[config.mk]
export PLATFORM = sky130hd
export DESIGN_NAME = scan_counter
export DESIGN_NICKNAME = d
export VERILOG_FILES = /design/src/huff_pkg.sv /design/src/scan_counter.sv
export SDC_FILE = /design/constraint.sdc
export NUM_CORES = 1
export LEC_CHECK = 0
export BUFFER_PORTS_ARGS = -buffer_cell sky130_fd_sc_hd__buf_2
export CAP_MARGIN = 25
export CORE_AREA = 2 2 39 41
export DETAILED_ROUTE_END_ITERATION = 6
export DIE_AREA = 0 0 41 43
export PLACE_DENSITY = 0.61
export RECOVER_POWER = 25
export SLEW_MARGIN = 0
export SYNTH_ARGS = -nofsm -noshare
export SYNTH_HDL_FRONTEND = slang
export SYNTH_SLANG_ARGS = --single-unit
[constraint.sdc]
create_clock -name clk -period 2.6 [get_ports clk]
set_input_delay 0.26 -clock clk [delete_from_list [all_inputs] [get_ports clk]]
set_output_delay 0.26 -clock clk [all_outputs]
set_load 0.05 [all_outputs]
[src/huff_pkg.sv]
package huff_pkg;

    // symbol leaves take the low slots and internal nodes follow them
    localparam int num_leaves = 256;
    localparam int num_slots  = 384;
    localparam int slot_w     = 9;

    // a table entry, whose slot index is just {is_node, idx}
    typedef struct packed {
        logic       is_node;
        logic [7:0] idx;
    } slot_ref_t;

    // one merge step of the tree
    typedef struct packed {
        slot_ref_t   least1; // smaller count
        slot_ref_t   least2; // second smallest count
        slot_ref_t   parent; // node that now holds the sum
        logic [63:0] sum;    // zero extended from the table's count width
    } merge_rec_t;

    typedef enum logic [2:0] {
        st_count, // idle, symbols are counted
        st_clear, // reset the scan counter and finder before a pass
        st_scan,  // one slot per cycle
        st_merge, // wipe the pair and write the new node
        st_done   // tree finished
    } ctrl_state_t;

endpackage

[src/scan_counter.sv]
module scan_counter (
    input  logic                        clk,
    input  logic                        rst,
    input  logic                        clear,
    input  logic                        run,
    output logic [huff_pkg::slot_w-1:0] idx,
    output logic                        pass_end
);

    localparam int                        last_int  = huff_pkg::num_slots - 1;
    localparam logic [huff_pkg::slot_w-1:0] last_slot = last_int[huff_pkg::slot_w-1:0];

    logic at_last;

    assign at_last  = (idx == last_slot);
    assign pass_end = run && at_last; // the controller leaves the scan on this

    always_ff @(posedge clk, posedge rst) begin
        if (rst) begin
            idx <= '0;
        end else if (clear) begin
            idx <= '0;
        end else if (run) begin
            // wrap so a pass that is not cleared still starts from slot 0
            if (at_last) begin
                idx <= '0;
            end else begin
                idx <= idx + 1'b1;
            end
        end
    end

endmodule

Word-level counts from Yosys, hierarchy flattened
Index checks and enable logic that the tools add are counted.
- add/subtract/negate cells: 1
- multipliers: 0
- div/mod/pow operators: 0
- order comparisons: 0
- equal/unequal tests: 1
- shift operators: 0
- mux-type cells: 3
- bitwise operators: 0
- reductions and logical operators: 2
- operators with widths (operator ; number):
    $mux 9 ; 3
    $add 9x1->9 const B ; 1
    $eq 9x9->1 const B ; 1
    $reduce_bool 2->1 ; 1
    $logic_and 1x1->1 ; 1
- flip-flop bits (word level): 9
- bits in latches: 0
- bits in writable memories: 0
- ROM bits: 0
- bits of input ports: 4
- output and inout bits: 10
- logic and storage cells: 8
- memories kept: 0

Longest topological paths before layout
- depth after elaboration: 4
- depth in mapped cells: 4
- mapped depth without buffers: 4

Worst setup path after synthesis
No wires, ideal clock.
- kind: flip-flop to output port
- start: register idx[0] (netlist bit)
- end: output pass_end
- arrival time: 2686 ps
- data required time: 2340 ps
- slack: -346 ps
- cell stages (with the launch flop): 4
- path buffers: 0
- cells stage by stage: dfrtp_1 ha_1 nand3_1 nor4_1
- longest elaborated chain between the ends: 2
- RTL lines (element ; RTL line ; text):
    from (decl) ; scan_counter.sv:6 ; output logic [huff_pkg::slot_w-1:0] idx,
    from (signal assigned) ; scan_counter.sv:28 ; idx <= idx + 1'b1;
    $eq 9x9->1 ; scan_counter.sv:15 ; assign at_last = (idx == last_slot);
    $logic_and 1x1->1 ; scan_counter.sv:16 ; assign pass_end = run && at_last;
    to (decl) ; scan_counter.sv:7 ; output logic pass_end
No other way between the ends.

Worst setup path after layout
Ends and elaborated chain as after synthesis.

==> out/qor.csv <==
stage,metric,value,unit
synthesis,total number of yosys warnings,0,
job,MaxCap Viol Count,0,
final_layout,biggest regs,idx x9,
setup_path,Crit. End Element,output pin,
grt,initial antenna violation count,0,
setup_path,WP data required,2.34,ns
synthesis,sequential area share after synthesis,46.39,%
floorplan,chip height,43,um
placement,HPWL after detailed placement,776.3,um
floorplan,Core Area,1384,sq um
synthesis,mapped cell area,485.5,sq um
clock_network,post-CTS setup buffer count,0,
power,Leak,0.2950,nW
floorplan,Ports,14,
clock_network,Root Driver,clkbuf_4,
timing,worst rel slew slack,68.20,%
final_layout,Final #Nets,70,
floorplan,row cnt,14,
detailed_routing,Avg WL per Cell,13.19,um
timing,final clock skew,0.002685,ns
setup_path,startpoint types,flip-flop,
setup_path,CP arrival,1.65,ns
final_layout,Util after Layout,43.94,%
detailed_routing,Post-route DRC,0,
detailed_routing,drt first pass iters,4,
clock_network,CTS Buffer Depth,2,
final_layout,area grow syn2layout,25.26,%
min_path,Hold Crit Class,in2reg,
timing,final worst-path cycle share,73.47,%
floorplan,die footprint,1763,sq um
clock_network,CTS H-tree lvls,1,
synthesis,Yosys reg bits,9,
placement,IO Port Bufs,13,
final_layout,# fillers,144,
grt,largest net degree at the start of global routing,10,
clock_network,post_cts resized,0,
placement,placed cells,75,
detailed_routing,post-route ant nets,0,
timing,post-route minimum period,1.910,ns
floorplan,initial core utilization,35.08,%
final_layout,"non-filler cells, final",80,
detailed_routing,Via density,5.088,
run_status,status,finished clean,
synthesis,Gate Count Post-Synth,47,
detailed_routing,via count,407,
final_layout,share of cells above drive strength 1,32.81,%
detailed_routing,DR iter-0 viols,5,
clock_network,clk slew on worst S/H paths,0.06,ns
setup_path,Max Fanout on Critical Path,4,
clock_network,Clock Sinks,9,
clock_network,CTS Buf Count,3,
power,PwrDens,475.8,nW/um^2
timing,Final Max Tran Viols,0,
grt,overall routing resource usage,15.16,%
floorplan,die width,41,um
synthesis,Synthesized Nets,52,
timing,Max Clk Rate,0.5235,GHz
synthesis,Cell variety after synth,21,
clock_network,CTS Hold Bufs,1,
timing,Hold Fails Final Rpt,0,
timing,final setup vio count,0,
placement,RD Place Congestion,0.6881,
timing,Worst Tran Pin Value,0.4754,ns
clock_network,worst skew pair latency,0.26,ns
final_layout,Top reg by flops,idx,
grt,first-pass GRT wire length,1745,um
final_layout,max reg flops,9,
power,maximum VDD drop,0.0001908,V
setup_path,WS Path Type,reg2out,
synthesis,mean area per synthesized cell,10.33,sq um
timing,Setup TNS Final,0,ns
clock_network,CTS tree,yes,
final_layout,Ant. Diodes,0,
detailed_routing,Routed WL,1055,um
grt,total congestion overflow,0,
grt,vias in the first global route,404,
timing,RSZ-0062 raised after global routing,false,
routing by layer:
| metal | vias to the layer above | share of wire [%] | track usage (%) | wire, um |
|---|---|---|---|---|
| li1 | 207 | - | - | - |
| met1 | 188 | 44 | 17.79 | 469 |
| met2 | 10 | 50 | 23.44 | 523 |
| met3 | 2 | 4.9 | 4.712 | 52 |
| met4 | 0 | 0.95 | 8.000 | 10 |
| met5 | - | 0 | 0 | 0 |
cells in the mapped netlist:
library cell  number  share of area (%)
nand2_1            3                2.3
nand4_1            1                1.3
nor2_1             5                3.9
o211ai_2           1                2.6
mux2i_1            1                2.1
xnor2_1            1                1.8
or3_1              3                3.9
o41ai_4            1                5.7
nor4_1             1                1.3
a21oi_2            1                1.8
inv_1              3                2.3
o21ai_0            3                3.1
o2111ai_1          2                3.6
nand3_1            2                2.1
dfrtp_1            9                 46
a21oi_1            3                3.1
or4_4              1                2.3
xor2_1             3                5.4
o31ai_1            1                1.5
buf_2              1                1.0
ha_1               1                2.6
report_power, final:
group	leakage [nW]	total, mW	switching [mW]	internal, mW
clock	0.0150	0.106	0.0472	0.0590
sequential	0.124	0.147	0.00385	0.143
combinational	0.156	0.0360	0.0251	0.0109
total	0.295	0.289	0.0761	0.213
worst max-delay path, cell delays in order, from the launching register on:
cell and delay [ns]:
dfrtp_1 0.40, ha_1 0.25, nand3_1 0.21, nor4_2 0.24
buf_2 0.29
logic make-up after synthesis:
logic type,Yosys count,share of synthesized area [%]
and+or+nand+nor,16,17.01
AOI/OAI and AO/OA,12,21.39
DFF,9,46.39
xor gates and xnor gates,4,7.218
buffers and inverters,4,3.349
muxes,1,2.062
adders and majority gates,1,2.577
area by class of cell:
cell class	instances	area [sq um]	share of cell area, %
Clock buffer	4	26.28	4.321
Inverter	3	11.26	1.852
Multi-Input combinational cell	34	250.2	41.15
Sequential cell	9	225.2	37.04
Tap cell	16	20.02	3.292
Timing Repair Buffer	14	75.07	12.35
metrics by stage:
stage	power, mW	hold WS [ns]	setup WS (ns)	cell area (sq um)
after floorplan	0.1752	0.08792	0.2188	491.7
after global placement	0.1846	0.2454	1.021	571.8
after detailed placement	0.1850	0.2391	0.9499	571.8
after CTS	0.2937	0.2621	0.6706	608.1
after global routing	0.3038	0.2695	0.5495	608.1
final	0.2894	0.2671	0.6898	608.1
placed cells by master (no fill, tap or decap):
cell type and n:
nand4_1 1, buf_2 13, nand3_1 2, or4_4 1
a21oi_1 3, ha_1 1, xnor2_1 1, clkbuf_4 3
xor2_1 3, o31ai_1 1, nor2_1 5, o211ai_2 1
dfrtp_1 9, inv_1 3, dlygate4sd3_1 1, clkbuf_1 1
o21ai_0 3, a21oi_2 1, nand2_1 3, o2111ai_1 2
o41ai_4 1, or3_1 3, mux2i_1 1, nor4_2 1
final timing paths:
path,start,to,slack (ns),cells after the start
max,idx[0]$_DFFE_PP0P_,pass_end,0.69,4
min,clear,idx[1]$_DFFE_PP0P_,0.27,2
max reg2reg,idx[0]$_DFFE_PP0P_,idx[0]$_DFFE_PP0P_,0.97,4
min reg2reg,idx[8]$_DFFE_PP0P_,idx[8]$_DFFE_PP0P_,0.58,2
max in group asynchronous,rst,idx[2]$_DFFE_PP0P_,1.81,3
min in group asynchronous,rst,idx[5]$_DFFE_PP0P_,0.52,3
No activity file was read; power rests on OpenSTA's default activity.
