## config.mk

```make
export PLATFORM = sky130hd
export DESIGN_NAME = least_pair_finder
export DESIGN_NICKNAME = d
export VERILOG_FILES = /design/src/huff_pkg.sv /design/src/least_pair_finder.sv
export SDC_FILE = /design/constraint.sdc
export NUM_CORES = 1
export LEC_CHECK = 0
export BUFFER_PORTS_ARGS = -buffer_cell sky130_fd_sc_hd__buf_2
export CELL_PAD_IN_SITES_DETAIL_PLACEMENT = 1
export CELL_PAD_IN_SITES_GLOBAL_PLACEMENT = 2
export CORE_MARGIN = 3
export CORE_UTILIZATION = 39
export CTS_CLUSTER_SIZE = 12
export DETAILED_ROUTE_END_ITERATION = 6
export PLACE_DENSITY_LB_ADDON = 0.1
export SYNTH_ARGS = -nofsm -noshare
export SYNTH_HDL_FRONTEND = slang
export SYNTH_SLANG_ARGS = --single-unit
```

## constraint.sdc

```tcl
create_clock -name clk -period 8.8 [get_ports clk]
set_clock_uncertainty 0.15 [all_clocks]
set_input_delay 0.88 -clock clk [delete_from_list [all_inputs] [get_ports clk]]
set_output_delay 0.88 -clock clk [all_outputs]
set_load 0.01 [all_outputs]
```

## src/huff_pkg.sv

```systemverilog
package huff_pkg;

    // symbol leaves take the low slots and internal nodes follow them
    localparam int num_leaves = 256;
    localparam int num_slots  = 384;
    localparam int slot_w     = 9;

    // a table entry, whose slot index is just {is_node, idx}
    typedef struct packed {
        logic       is_node;
        logic [7:0] idx;
    } slot_ref_t;

    // one merge step of the tree
    typedef struct packed {
        slot_ref_t   least1; // smaller count
        slot_ref_t   least2; // second smallest count
        slot_ref_t   parent; // node that now holds the sum
        logic [63:0] sum;    // zero extended from the table's count width
    } merge_rec_t;

    typedef enum logic [2:0] {
        st_count, // idle, symbols are counted
        st_clear, // reset the scan counter and finder before a pass
        st_scan,  // one slot per cycle
        st_merge, // wipe the pair and write the new node
        st_done   // tree finished
    } ctrl_state_t;

endpackage

```

## src/least_pair_finder.sv

```systemverilog
module least_pair_finder #(
    parameter int count_w = 64
) (
    input  logic                        clk,
    input  logic                        rst,
    input  logic                        clear,
    input  logic                        scan_en,
    input  logic [huff_pkg::slot_w-1:0] idx,
    input  logic [count_w-1:0]          comp_val,
    output huff_pkg::slot_ref_t         least1,
    output huff_pkg::slot_ref_t         least2,
    output logic [count_w-1:0]          sum,
    output logic                        pair_found
);

    localparam int                          leaf_int  = huff_pkg::num_leaves;
    localparam logic [huff_pkg::slot_w-1:0] leaf_base = leaf_int[huff_pkg::slot_w-1:0];

    logic [count_w-1:0]          val1;
    logic [count_w-1:0]          val2;
    logic [count_w-1:0]          val1_n;
    logic [count_w-1:0]          val2_n;
    huff_pkg::slot_ref_t         least1_n;
    huff_pkg::slot_ref_t         least2_n;
    huff_pkg::slot_ref_t         cur_ref;
    logic [huff_pkg::slot_w-1:0] node_off;

    // slots past the leaves turn into node references
    assign node_off = idx - leaf_base;

    always_comb begin
        cur_ref.is_node = (idx >= leaf_base);
        if (cur_ref.is_node) begin
            cur_ref.idx = node_off[7:0];
        end else begin
            cur_ref.idx = idx[7:0];
        end
    end

    // strict compares mean an earlier slot keeps its place on a tie
    always_comb begin
        val1_n   = val1;
        val2_n   = val2;
        least1_n = least1;
        least2_n = least2;
        if (comp_val != '0) begin
            if (comp_val < val1) begin
                val2_n   = val1;   // old minimum drops to second place
                least2_n = least1;
                val1_n   = comp_val;
                least1_n = cur_ref;
            end else if (comp_val < val2) begin
                val2_n   = comp_val;
                least2_n = cur_ref;
            end
        end
    end

    always_ff @(posedge clk, posedge rst) begin
        if (rst) begin
            val1   <= '1;
            val2   <= '1;
            least1 <= '0;
            least2 <= '0;
        end else if (clear) begin
            val1   <= '1;
            val2   <= '1;
            least1 <= '0;
            least2 <= '0;
        end else if (scan_en) begin
            val1   <= val1_n;
            val2   <= val2_n;
            least1 <= least1_n;
            least2 <= least2_n;
        end
    end

    assign sum        = val1 + val2;
    assign pair_found = (val2 != '1); // a second nonzero entry was seen

endmodule

```

After elaboration in Yosys (flattened, before gate mapping)
Index checks and enable logic that the tools add are counted.

Register bits after elaboration: 146. Bits in latches: 0. RAM bits: 0. Bits in read-only memories: 0. Input bits: 77. Output and inout port bits: 83. Word-level logic and storage cells: 38. Memories: 0.

Add/subtract/negate cells: 2. Multipliers: 0. Div/mod/pow operators: 0. $lt $le $gt $ge: 3. Equality and inequality tests: 1. Shifts and indexed selects: 0. Muxes and demuxes: 19. Bitwise logic cells: 0. Reductions and logical operators: 7.

Operator list (count): two-way mux 64 bit (9); < comparator 64 bit (2); two-way mux 9 bit (9); adder 64 bit (1); inequality test 64 bit (second input constant) (1); nonzero test 64 bit (1); greater-or-equal comparator 9 bit (second input constant) (1); two-way mux 8 bit (1); subtractor 8 x 1 -> 8 bit (second input constant) (1); AND reduction 3 bit (2); nonzero test 2 bit (3); nonzero test 3 bit (1).

Logic depth before layout (Yosys ltp)
Word-level depth: 7. Depth in mapped cells: 13. Mapped depth without buffers: 12.

Worst setup path before layout
Ideal clock, no wire load.

Path kind: register -> output. Start: register val1[0]. End: output sum[60]. Arrival: 2826 ps. Data required time: 7770 ps. Slack: 4944 ps. Cell stages (with the launch flop): 13. Path buffers: 0. Cells stage by stage: dfstp_2 -> ha_1 -> inv_1 -> fa_1 -> nor2b_1 -> o31a_1 -> o21ai_1 -> a21o_1 -> a211oi_1 -> o2111a_1 -> nor2_1 -> o311ai_0 -> nand3_1.

Longest elaborated chain between the ends: 1.

Ends and longest elaborated chain: start, declared (line least_pair_finder.sv:19) `logic [count_w-1:0] val1;`; start signal, assigned (line least_pair_finder.sv:71) `val1 <= val1_n;`; adder 64 bit (line least_pair_finder.sv:78) `assign sum = val1 + val2;`; end, declared (line least_pair_finder.sv:12) `output logic [count_w-1:0] sum,`.

No other way between the ends.

Worst setup path after layout
Start: register val1[2]. End: output sum[55].

Same word-level chain as after synthesis.

==> flow_summary_export.csv <==
group,metric,value,unit
outcome,outcome,"complete, no violations",
power_and_ir_drop,powerDensity,193.9,mW/mm²
clock_network,path_clk_slew,0.07,ns
finish,syn_to_final_growth,11.74,%
sta,setup_viol,0,
sta,hold_viol,0,
drt,drt_iter0_markers,658,
worst_setup_path,cp.depth,11,
worst_setup_path,cp_top_family,"compound AO/OA/AOI/OAI gates",
synthesis,synth_fp_nets,1992,
worst_setup_path,cp-end-kind,"output pin",
synthesis,synth.area.top_cells,"dfstp_2 24%, ha_1 17%, a21oi_1 8.3%, mux2_1 5.6%, nor2_1 5.3%",
grt,antenna_found_initial,2,
drt,route.detailed.drc,0,
drt,routed_wl,48960,µm
worst_setup_path,cp_max_fo,5,
worst_setup_path,reg2regPathDepth,12,
sta,finalMaxSlewViolations,0,
synthesis,synth_top_area_cell,"dfstp_2",
synthesis,seq_area_frac_synth,27.11,%
grt,grt_pass1_vias,13520,
synthesis,synth-edff-count,0,
hold_path,hp-class,"register to register",
worst_setup_path,worst-path-buf-inv,1,
drt,dr.pass1.iters,5,
synthesis,synth_common_cells,"234 x a21oi_1, 199 x nor2_1, 189 x ha_1",
clock_network,cts_tree,"done",
worst_setup_path,cp_common_cell,"o21ai_0",
synthesis,synth_cells,1725,
finish,antenna_cells,0,
clock_network,insertion_delay,0.45,ns
clock_network,cts_root_buf,"clkbuf_16",
worst_setup_path,path_class,"register to output pin",
sta,tightest_slew,1.026,ns
hold_path,holdPathStages,1,
place,placed_cell_area,0.01513,mm²
worst_setup_path,start_kind,"register",
sta,setup_tns,0,ns
worst_setup_path,crit_path_cell_trace,"ha_1 > o21ai_0 > o21ai_0 > a211oi_2 > o31a_1 > o211ai_1 > nand3_1 > a21oi_1 > nor3_1 > xnor2_1 > buf_2",
synthesis,yosysMostFrequentCell,"a21oi_1",
synthesis,ys_seq_elements,146,
die,num_rows,68,
synthesis,async_flop_share,100.0,%
worst_setup_path,cp_slowest_cell,"a21oi_1",
clock_network,postCtsHoldBufs,0,
grt,grt.overflow.total,0,
clock_network,cts_htree_levels,4,
drt,wl_per_cell,21.37,µm
sta,rsz0062_at_grt,"false",
drt,via_per_inst,5.764,
power_and_ir_drop,p_leak,7.569,nW
die,placeableCoreArea,0.03505,mm²
worst_setup_path,critical_path_arrival,4.43,ns
drt,ant_nets,0,
sta,whs,0.3358,ns
die,start_util,40.13,%
sta,period_minus_slack,5.461,ns
synthesis,synthFlopType,"dfstp_2",
finish,final_cell_area,0.01572,mm²
grt,grt_pass1_wl,77320,µm
clock_network,cts_resized,0,
worst_setup_path,cp_slowest_stage_delay,0.76,ns
die,die-area,0.03838,mm²
synthesis,avgSynthCellArea,8.154,µm²
clock_network,cts.sinks,146,
synthesis,synth_cell_types,70,
drt,dr_total_vias,13210,
sta,fin_ws,3.339,ns
grt,grt_start_max_net_pins,94,
die,die_w,195.9,µm
die,io_pins,160,
power_and_ir_drop,peakVddDrop,133.4,µV
finish,layout.nets,2090,
sta,fin_crit_sh,62.06,%
grt,grt_use_total,25.17,%
synthesis,syn-cell-area,0.01407,mm²
worst_setup_path,required,7.77,ns
finish,drive_gt1_share,18.63,%
synthesis,synth_top_cell_area_share,23.91,%
sta,fmax,183.1,MHz
place,pre_cts_ws,3.759,ns
flow_run,cap_violations,0,
place,port_buffers,159,
clock_network,post-cts-setup-buffer-count,0,
synthesis,yosys_warnings,0,
worst_setup_path,r2r_setup_slack,4.38,ns
place,gp_congestion,0.8655,
sta,slew_headroom,31.60,%
clock_network,cts.path.max_buffers,2,
place,dp_hpwl,37970,µm
clock_network,cts_made_buffers,17,
die,die_y,195.9,µm
## logic make-up (layout without fill, tap and decap cells)
| kind of cell | Yosys count | count (layout) | synth area share [%] |
|---|---|---|---|
| compound gates | 490 | 490 | 21.33 |
| xor+xnor | 53 | 53 | 3.300 |
| fa+ha+maj | 190 | 190 | 16.95 |
| buf+inv | 245 | 356 | 7.036 |
| flops | 146 | 146 | 27.11 |
| mux | 84 | 84 | 6.627 |
| simple gates | 517 | 517 | 17.64 |
## cell usage in the layout (no fill, tap or decap), types with 10 or more instances in the layout
cell       count
nand3b_1      10
nand4_1       52
xnor2_1       34
a21o_1        76
mux2_1        70
nand2_1       65
nor2_1       199
mux2i_1       11
ha_1         189
xor2_1        19
nand3_1       25
dfstp_2      128
dfrtp_1       18
nor4_1        24
o21ai_0       58
o21a_1        11
clkbuf_16     17
inv_1        157
and3_1        10
nor3_1        86
buf_2        158
o21bai_1      14
nand2b_1      10
a21oi_1      234
a31oi_1       12
## metal layers
layer,wire length (µm),part of all wire (%),global-route usage [%],vias up
met5,21,0.043,0,-
met4,547,1.1,4.542,4
met3,1778,3.6,3.108,33
met2,23060,47,42.24,240
met1,23550,48,35.20,6539
li1,-,-,-,6390
## registers in the layout, summed over array words and instances, names as in the netlist
signal and flops:
least2 9, least1 9, val2 64, val1 64
## where the power goes
part           internal, mW  leakage [nW]  switching [mW]
combinational         0.543          5.70           0.839
clock                 0.429         0.278           0.336
sequential            0.800          1.59           0.101
## worst paths after layout
kind | startpoint | end
max in group asynchronous | rst | val1[49]
worst min-delay path | least2[7] | least2[7]
worst max register to register | val1[17] | val2[23]
worst max-delay path | val1[2] | sum[55]
worst min register to register | least2[7] | least2[7]
min in group asynchronous | rst | least1[5]
## final cells by class
class	count	area, µm²
clock buffers	18	439.2
clock inverters	14	151.4
fillers	4294	19340
inverters	158	598.1
multi-input cells	1334	9295
flip-flops and latches	146	3814
well taps	455	569.3
repair buffers	166	850.8
## metrics by stage
stage,cells,utilization (%),total power [mW]
6_report,2291,44.84,3.048
4_1_cts,2291,44.84,3.068
2_1_floorplan,1725,-,1.801
3_3_place_gp,2259,43.15,2.262
5_1_grt,2291,44.84,3.258
3_5_place_dp,2259,43.15,2.290
No activity file was read; power rests on OpenSTA's default activity.
