==> src/huff_pkg.sv <==
package huff_pkg;

    // symbol leaves take the low slots and internal nodes follow them
    localparam int num_leaves = 256;
    localparam int num_slots  = 384;
    localparam int slot_w     = 9;

    // a table entry, whose slot index is just {is_node, idx}
    typedef struct packed {
        logic       is_node;
        logic [7:0] idx;
    } slot_ref_t;

    // one merge step of the tree
    typedef struct packed {
        slot_ref_t   least1; // smaller count
        slot_ref_t   least2; // second smallest count
        slot_ref_t   parent; // node that now holds the sum
        logic [63:0] sum;    // zero extended from the table's count width
    } merge_rec_t;

    typedef enum logic [2:0] {
        st_count, // idle, symbols are counted
        st_clear, // reset the scan counter and finder before a pass
        st_scan,  // one slot per cycle
        st_merge, // wipe the pair and write the new node
        st_done   // tree finished
    } ctrl_state_t;

endpackage

==> src/tree_ctrl.sv <==
module tree_ctrl #(
    parameter int count_w = 64
) (
    input  logic                        clk,
    input  logic                        rst,
    input  logic                        build,
    // scan and finder results
    input  logic                        pass_end,
    input  logic                        pair_found,
    input  huff_pkg::slot_ref_t         least1,
    input  huff_pkg::slot_ref_t         least2,
    input  logic [count_w-1:0]          sum,
    // pass control
    output logic                        clear,
    output logic                        run,
    output logic                        scan_en,
    // table update
    output logic                        wr_en,
    output logic [huff_pkg::slot_w-1:0] wr_slot,
    output logic [count_w-1:0]          wr_data,
    output logic                        wipe_en,
    // status and results
    output logic                        busy,
    output logic                        merge_valid,
    output huff_pkg::merge_rec_t        merge,
    output logic                        done
);

    huff_pkg::ctrl_state_t state;
    huff_pkg::ctrl_state_t state_n;
    huff_pkg::slot_ref_t   parent;
    logic [7:0]            fresh_idx;
    logic                  fresh_use;
    logic                  merging;

    always_comb begin
        state_n = state;
        case (state)
            huff_pkg::st_count: if (build) state_n = huff_pkg::st_clear;
            huff_pkg::st_clear: state_n = huff_pkg::st_scan;
            huff_pkg::st_scan:  if (pass_end) state_n = huff_pkg::st_merge;
            huff_pkg::st_merge: begin
                // no pair left means the last node is the root
                state_n = pair_found ? huff_pkg::st_clear : huff_pkg::st_done;
            end
            default:            state_n = huff_pkg::st_count;
        endcase
    end

    always_ff @(posedge clk, posedge rst) begin
        if (rst) begin
            state <= huff_pkg::st_count;
        end else begin
            state <= state_n;
        end
    end

    // a node already in the pair gives up its slot to the parent
    always_comb begin
        fresh_use = 1'b0;
        if (least1.is_node) begin
            parent = least1;
        end else if (least2.is_node) begin
            parent = least2;
        end else begin
            parent    = '{is_node: 1'b1, idx: fresh_idx};
            fresh_use = 1'b1;
        end
    end

    always_ff @(posedge clk, posedge rst) begin
        if (rst) begin
            fresh_idx <= '0;
        end else if (state == huff_pkg::st_count && build) begin
            fresh_idx <= '0;                            // each tree numbers its nodes anew
        end else if (merging && fresh_use) begin
            fresh_idx <= fresh_idx + 1'b1;
        end
    end

    assign merging = (state == huff_pkg::st_merge) && pair_found;

    assign clear   = (state == huff_pkg::st_clear);
    assign run     = (state == huff_pkg::st_scan);
    assign scan_en = (state == huff_pkg::st_scan);
    assign busy    = (state != huff_pkg::st_count);

    assign wr_en   = merging;
    assign wipe_en = merging;
    assign wr_slot = {parent.is_node, parent.idx};
    assign wr_data = sum;

    assign merge_valid = merging;
    assign done        = (state == huff_pkg::st_merge) && !pair_found;

    always_comb begin
        merge.least1 = least1;
        merge.least2 = least2;
        merge.parent = parent;
        merge.sum    = 64'(sum);
    end

endmodule

==> config.mk <==
export PLATFORM = sky130hd
export DESIGN_NAME = tree_ctrl
export DESIGN_NICKNAME = d
export VERILOG_FILES = /design/src/huff_pkg.sv /design/src/tree_ctrl.sv
export SDC_FILE = /design/constraint.sdc
export NUM_CORES = 1
export LEC_CHECK = 0
export BUFFER_PORTS_ARGS = -buffer_cell sky130_fd_sc_hd__buf_2
export CAP_MARGIN = 20
export CORE_AREA = 4 4 97 99
export CTS_BUF_LIST = sky130_fd_sc_hd__clkbuf_8
export DETAILED_ROUTE_END_ITERATION = 7
export DIE_AREA = 0 0 101 103
export GPL_TIMING_DRIVEN = 1
export HOLD_SLACK_MARGIN = 0.05
export PLACE_DENSITY = 0.7
export REMOVE_ABC_BUFFERS = 1
export SYNTH_ARGS = -nofsm -noshare
export SYNTH_HDL_FRONTEND = slang
export SYNTH_SLANG_ARGS = --single-unit
==> constraint.sdc <==
create_clock -name clk -period 1.6 [get_ports clk]
set_input_delay 0 -clock clk [delete_from_list [all_inputs] [get_ports clk]]
set_output_delay 0 -clock clk [all_outputs]
set_load 0.02 [all_outputs]
# Yosys cells after proc, flatten, opt, wreduce, memory -nomap -nowiden
# Index checks and enable logic that the tools add are counted.
dict set report totals {
  out_inout_bits 172
  in_bits 87
  elab_cells 27
  register_bits 11
}
dict set report op_classes {
  eq_ne 5
  addsub 1
  mux 10
  reduce_logical 9
}
# cell n
set ops {}
lappend ops {{$mux 8} 4}
lappend ops {{$pmux 3 s4} 1}
lappend ops {{$mux 3} 3}
lappend ops {{$add 8x1->8 const B} 1}
lappend ops {{$eq 3x2->1 const B} 2}
lappend ops {{$logic_and 1x1->1} 4}
lappend ops {{$ne 2x2->1 const B} 2}
lappend ops {{$eq 3x1->1 const B} 1}
lappend ops {{$logic_not 3->1} 1}
lappend ops {{$reduce_bool 3->1} 1}
lappend ops {{$mux 1} 2}
lappend ops {{$reduce_and 2->1} 1}
lappend ops {{$reduce_bool 2->1} 1}
lappend ops {{$logic_not 1->1} 1}

# Longest topological paths before layout
# Gate-level depths: netlist of run 1.
dict set report depth {
  depth_word 5
  depth_mapped 5
  mapped_depth_nobuf 4
}

# Worst setup path after synthesis of run 1
# OpenSTA, ideal clock, no wires.
dict set report synth_path {
  kind {register -> register}
  startpoint {register fresh_idx[0]}
  endpoint {register fresh_idx[4]}
  t_required_ps 1522
  slack_ps 35
  stages_incl_launch_ff 5
  n_path_buf 0
  setup_ps 78
  period_less_slack_ps 1565
  arrival_ps 1487
  cell_sequence {dfrtp_1 -> ha_1 -> or3b_4 -> or4_1 -> a21oi_1}
}
dict set report synth_between {
  elab_chain_len 3
}
# item line
set synth_rtl {}
lappend synth_rtl {{start: declaration} tree_ctrl.sv:32} ;# logic [7:0] fresh_idx;
lappend synth_rtl {{start signal: assignment} tree_ctrl.sv:77} ;# fresh_idx <= fresh_idx + 1'b1;
lappend synth_rtl {{$add 8x1->8} tree_ctrl.sv:77}
lappend synth_rtl {{$mux 8} tree_ctrl.sv:76} ;# end else if (merging && fresh_use) begin
lappend synth_rtl {{$mux 8} tree_ctrl.sv:74} ;# end else if (state == huff_pkg::st_count && build) begin
# Every way passes these cells. The select of a mux whose other input is x is not followed.
# A chain may end at the register's enable or synchronous reset.

# Worst setup path in the final report of run 1
dict set report layout_path {
  startpoint {register fresh_idx[1]}
  endpoint {register fresh_idx[6]}
}
# The elaborated chain is that of the path after synthesis.

==> reports/qor.yml, run 1 <==
synth:
  synth_top_area_share_pct: 60.19
  synthAdderAreaFrac_pct: 0.6309
  yosysWarnings: 0
  seq_area_frac_synth_pct: 13.88
  synth-simple-area-share_pct: 11.86
  synth_cell_types: 30
  syn_inst: 249
  synth-compound-area-share_pct: 7.066
  ys_top_cells_by_area: "buf_4, dfrtp_1, mux2i_1, o21ai_1, nand2_1"
  synth_top_family_by_area: "buffers and inverters"
  yosys.area.top_type: "buf_4"
  synth-seq-cells: 11
  syn_avg_cell_area_um2: 7.964
  synth.cell_area_um2: 1983
  synth-xor-area-share_pct: 0
  muxShareOfSynthArea_pct: 4.543
setup_path:
  endpoint: "fresh_idx[6]$_DFFE_PP0P_"
  reg2reg_setup_slack_ns: 0.04
  criticalPathCategory: "reg -> reg"
  r2r-start: "fresh_idx[1]$_DFFE_PP0P_"
  endpoint_kind: "flop"
  r2r_end: "fresh_idx[6]$_DFFE_PP0P_"
  required_ns: 1.77
  crit_path_top_delay_cell: "or4_4"
  startpoint: "fresh_idx[1]$_DFFE_PP0P_"
  path_cells: "ha_2, or3b_4, or4_4, a21oi_2"
  critPathLaunchType: "flop"
  crit_fanout: 3
  max_stage_delay_ns: 0.43
  reg2reg_depth: 4
  crit_arrival_ns: 1.73
cells_and_area:
  layout.nets: 321
  final_cell_mix: "dlygate4sd3_1, buf_2, nand2_1"
  drive_above_1_share_pct: 38.79
  fin_util_pct: 24.11
  area_delta_synth_final_pct: 3.975
  mostFrequentLayoutCell: "dlygate4sd3_1"
  nFillCells: 937
drt:
  via_per_inst: 4.833
  via_count: 1648
  route.detailed.drc: 0
  dr.pass1.iters: 4
  top_layer: "met5"
  wl_per_cell_um: 44.79
  met3_length_mm: 2.455
  ant_nets: 0
  drtIter0Drc: 99
  met1_length_mm: 4.613
  met2_length_mm: 7.373
  wl_mm: 15.27
global_route:
  grt_max_degree: 22
  grt_pass1_vias: 1578
  grt_overflow: 0
  grt_pass1_wl_mm: 18.26
  antenna_found_initial: 2
  grt_usage_pct: 27.86
timing:
  setup_viol: 0
  fin_crit_sh_pct: 97.40
  report.final.slew_viol_count: 0
  relSlewSlack_pct: 50.21
  tightest_slew_ns: 0.7443
  hold_viol_final: 0
  grt_setup_unrepaired: "yes"
  clock_skew_ns: 0.002365
  fmax_ghz: 0.6417
  fin_crit_ns: 1.558
  tns_ns: 0
floorplanning:
  die_h_um: 103
  start_util_pct: 23.19
  io_pins: 259
  row_count: 34
  die_w_um: 101
  dieArea_um2: 10400
  core_area_um2: 8551
run_status:
  status: "finished clean"
placement:
  dp_hpwl_mm: 12.83
  numPortBuffers: 64
  gp_congestion: 0.9221
cts:
  insertion_delay_ns: 0.24
  root_buffer: "clkbuf_8"
  htreeDepth: 1
  cts_buffer_depth: 2
  cts_tree: "done"
  cts.sinks: 11
  clk_pin_slew_worst_paths_ns: 0.05
  cts_buffers: 3
power_and_ir_drop:
  leakagePower_uw: 0.0009608
  p_total_uw: 1943
  powerDensity_nw_per_um2: 942.1
  ir_drop_mv: 0.5526
min_path:
  hp-class: "in -> reg"
run:
  drv_cap: 0
[stage by stage]
| step | hold WS (ns) | setup slack (ns) | area (um^2) | cells |
|---|---|---|---|---|
| 5_1_grt | 0.2256 | -0.03167 | 2059 | 340 |
| 6_report | 0.2036 | 0.04164 | 2062 | 341 |
| 3_5_place_dp | 0.0004195 | 0.01232 | 1310 | 269 |
| 2_1_floorplan | -0.1476 | -0.1154 | 772.0 | 86 |
| 4_1_cts | 0.1897 | 0.01391 | 2016 | 339 |
| 3_3_place_gp | 0.0004195 | 0.08026 | 1310 | 269 |
[per-layer routing]
metal,up-vias,global-route usage (%)
met5,-,0
met4,2,12.37
met3,41,20.30
met2,219,46.94
met1,757,25.61
li1,629,-
[cells in the mapped netlist (all sizes together)]
cell type and count:
or3b 1, clkbuf 2, nand2b 2, nor2b 1, nand4bb 1, inv 3, nand4b 1, a211oi 2
o31ai 6, or2 1, mux2i 9, nor2 1, o21ai 9, a21oi 7, nand3 1, nor3b 4
or3 2, ha 1, nand2 12, conb 1, or4 5, nand4 1, or4b 2, buf 162
dfrtp 11, nor4 1
[registers in the layout, summed over array words and instances, names as in the netlist]
signal and flops:
fresh_idx 8, state 3
[final cells by class]
type                       instances  area, um^2  share of cell area, %
tap                              108       135.1                  6.553
inverter                           3       11.26                 0.5461
sequential                        11       275.3                  13.35
multi-input combinational         72       518.0                  25.12
clock buffer                       3       41.29                  2.002
timing repair buffer             142        1075                  52.12
clock inverter                     1       3.754                 0.1820
antenna                            1       2.502                 0.1214
[cell families (layout without fill, tap and decap cells)]
group | count (synthesis) | after routing
flip-flops | 11 | 11
other | 1 | 3
AO/OA/AOI/OAI | 24 | 24
multiplexers | 9 | 9
AND/OR/NAND/NOR | 36 | 36
buffers and inverters | 167 | 149
adder cells (fa/ha/maj) | 1 | 1
[what timing repair did]
item                                   in CTS  in global routing
gates cloned                                0                  0
hold buffers                               66                  0
resized for setup                           0                  8
endpoints found under the hold margin     140                  0
setup buffers                               0                  1
pin swaps                                   1                  5
setup endpoints to repair                   1                  6
[report_power, final]
part | internal [uW] | switching (uW)
clock network | 169 | 108
logic | 404 | 894
registers | 322 | 45.5
total | 895 | 1050
[worst min-delay path by stage]
stage | depth (start not counted) | from | endpoint
floorplan | 1 | rst | fresh_idx[0]$_DFFE_PP0P_
global placement | 0 | sum[36] | merge[36]
detailed placement | 0 | sum[36] | merge[36]
CTS | 4 | least1[8] | fresh_idx[4]$_DFFE_PP0P_
global route | 3 | pass_end | state[0]$_DFFE_PP0P_
finish | 3 | pass_end | state[0]$_DFFE_PP0P_
[critical path: cells and delay by family, from the launching register on]
kind / cells / cell delay (ns)
AO/OA/AOI/OAI: 1 / 0.15
AND/OR/NAND/NOR: 2 / 0.82
flip-flops: 1 / 0.35
adder cells (fa/ha/maj): 1 / 0.16
(Power assumes the default switching activity.)
==> run 2: changes to the inputs <==
--- a/config.mk
+++ b/config.mk
@@ -11,9 +11,9 @@
 export CTS_BUF_LIST = sky130_fd_sc_hd__clkbuf_8
 export DETAILED_ROUTE_END_ITERATION = 7
 export DIE_AREA = 0 0 101 103
-export GPL_TIMING_DRIVEN = 1
+export GPL_TIMING_DRIVEN = 0
 export HOLD_SLACK_MARGIN = 0.05
-export PLACE_DENSITY = 0.7
+export PLACE_DENSITY = 0.67
 export REMOVE_ABC_BUFFERS = 1
 export SYNTH_ARGS = -nofsm -noshare
 export SYNTH_HDL_FRONTEND = slang
==> reports/qor.yml, run 2 (same netlist as run 1, synthesis figures left out) <==
timing:
  setup_viol: 0  # unchanged
  report.final.slew_viol_count: 0  # unchanged
  clock_skew_ns: 0.001246  # was 0.002365 ns
  hold_viol_final: 0  # unchanged
  setup_ws_ns: 0.04775  # was 0.04164 ns
  relSlewSlack_pct: 50.77  # was 50.21%
  fin_crit_ns: 1.552  # was 1.558 ns
  tightest_slew_ns: 0.7360  # was 0.7443 ns
  fmax_ghz: 0.6442  # was 0.6417 GHz
  fin_crit_sh_pct: 97.02  # was 97.40%
floorplanning:
  die_w_um: 101  # unchanged
  io_pins: 259  # unchanged
  core_area_um2: 8551  # unchanged
  dieArea_um2: 10400  # unchanged
  row_count: 34  # unchanged
  start_util_pct: 23.19  # unchanged
  die_h_um: 103  # unchanged
setup_path:
  critPathLaunchType: "flop"  # unchanged
  required_ns: 1.76  # was 1.77 ns
  endpoint_kind: "flop"  # unchanged
  crit_fanout: 4  # was 3
  startpoint: "fresh_idx[1]$_DFFE_PP0P_"  # unchanged
  crit_path_top_delay_cell: "or3b_4"  # was or4_4
  max_stage_delay_ns: 0.40  # was 0.43 ns
  criticalPathCategory: "reg -> reg"  # unchanged
  r2r-start: "fresh_idx[1]$_DFFE_PP0P_"  # unchanged
  crit_arrival_ns: 1.71  # was 1.73 ns
  path_cells: "ha_1, or3b_4, buf_4, or3_1, a21oi_1"  # was ha_2, or3b_4, or4_4, a21oi_2
cts:
  htreeDepth: 1  # unchanged
  root_buffer: "clkbuf_8"  # unchanged
  cts_buffers: 3  # unchanged
  insertion_delay_ns: 0.24  # about the same
  cts_tree: "done"  # unchanged
  cts.sinks: 11  # unchanged
  cts_buffer_depth: 2  # unchanged
  clk_pin_slew_worst_paths_ns: 0.05  # about the same
drt:
  wl_mm: 14.92  # was 15.27 mm
  drtIter0Drc: 88  # was 99
  dr.pass1.iters: 4  # unchanged
  ant_nets: 0  # unchanged
  route.detailed.drc: 0  # unchanged
  via_count: 1611  # was 1648
  via_per_inst: 4.711  # was 4.833
  wl_per_cell_um: 43.62  # was 44.79 um
placement:
  post-place-ws_ns: -0.1823  # was 0.01232 ns
  numPortBuffers: 64  # unchanged
  gp_congestion: 0.9191  # was 0.9221
  dp_hpwl_mm: 12.20  # was 12.83 mm
run:
  drv_cap: 0  # unchanged
cells_and_area:
  reg.largest.list: "fresh_idx x8, state x3"  # unchanged
  final_cell_mix: "dlygate4sd3_1, buf_2, nand2_1"  # unchanged
  nFillCells: 926  # was 937
  top_register: "fresh_idx"  # unchanged
  mostFrequentLayoutCell: "dlygate4sd3_1"  # unchanged
  drive_above_1_share_pct: 37.28  # was 38.79%
  largest_reg_flops: 8  # unchanged
  layout.nets: 317  # was 321
  area_delta_synth_final_pct: 2.839  # was 3.975%
  fin_util_pct: 23.85  # was 24.11%
global_route:
  grt_max_degree: 24  # was 22
  grt_usage_pct: 26.42  # was 27.86%
  antenna_found_initial: 6  # was 2
  grt_overflow: 0  # unchanged
  grt_pass1_vias: 1377  # was 1578
  grt_pass1_wl_mm: 17.22  # was 18.26 mm
min_path:
  hp-start: "pass_end"  # unchanged
  hp-class: "in -> reg"  # unchanged
power_and_ir_drop:
  ir_drop_mv: 0.5937  # was 0.5526 mV
  powerDensity_nw_per_um2: 938.7  # was 942.1 nW/um^2
  leakagePower_uw: 0.0009438  # was 0.0009608 uW
run_status:
  status: "finished clean"  # unchanged
run 2: cell count changes in the layout (fill, tap and decap cells not counted), moves of 2 or more:
cell | previous run | this run
diode_2 | 1 | 6
buf_4 | 11 | 7
dfrtp_1 | 11 | 9
dfrtp_2 | 0 | 2
run 2: metal layers:
metal	up-vias	part of all wire [%]	wire, um	track usage, %
li1	635	-	-	-
met1	773	29	4319	23.38
met2	183	51	7628	47.54
met3	20	18	2695	21.65
met4	0	1.8	274	4.294
met5	-	0	0	0
run 2: worst max-delay path, delay by kind of cell, from the launching register on:
| kind | cells | cell delay [ns] |
|---|---|---|
| buffers and inverters | 1 | 0.16 |
| flip-flops | 1 | 0.36 |
| AO/OA/AOI/OAI | 1 | 0.13 |
| AND/OR/NAND/NOR | 2 | 0.70 |
| adder cells (fa/ha/maj) | 1 | 0.14 |
run 2: final timing paths:
check	end	slack, ns	depth (start not counted)
min in group asynchronous	state[2]$_DFFE_PP0P_	0.32	3
setup reg to reg	fresh_idx[2]$_DFFE_PP0P_	0.05	5
setup / recovery	fresh_idx[2]$_DFFE_PP0P_	0.05	5
hold reg to reg	fresh_idx[7]$_DFFE_PP0P_	0.55	2
hold / removal	state[0]$_DFFE_PP0P_	0.15	3
max in group asynchronous	state[0]$_DFFE_PP0P_	0.93	3
run 2: what timing repair did:
item / CTS / global route
buffers inserted: 2 / 5
hold endpoints to repair: 140 / 0
hold buffers: 66 / 0
setup endpoints to repair: 8 / 5
gates resized for setup: 4 / 2
pin swaps: 2 / 5
cloned: 0 / 1
run 2: layout make-up:
cell class                      instances  area [um^2]  share of cell area, %
Timing Repair Buffer                  137         1033                  50.67
Multi-Input combinational cell         73        521.8                  25.58
Sequential cell                        11        277.8                  13.62
Tap cell                              108        135.1                  6.626
Clock buffer                            3        41.29                  2.025
Antenna cell                            6        15.01                 0.7362
Inverter                                3        11.26                 0.5521
Clock inverter                          1        3.754                 0.1840
run 2: per-stage QoR:
| step | hold slack [ns] | instance area, um^2 | TNS [ns] | power [uW] | cells |
|---|---|---|---|---|---|
| global placement | 0.0004274 | 1227 | -0.5880 | 998.8 | 258 |
| finish | 0.1543 | 2039 | 0 | 1914 | 342 |
| detailed placement | 0.0004274 | 1227 | -0.9679 | 1009 | 258 |
| CTS | 0.1657 | 1964 | 0 | 1866 | 330 |
| floorplan | -0.1476 | 772.0 | -0.1154 | 734.5 | 86 |
| global route | 0.2025 | 2034 | -0.004231 | 1993 | 340 |
run 2: power breakdown:
group	switching (uW)	leakage (uW)	internal (uW)
sequential	102	0.000147	327
clock	112	0.0000269	169
combinational	838	0.000770	367
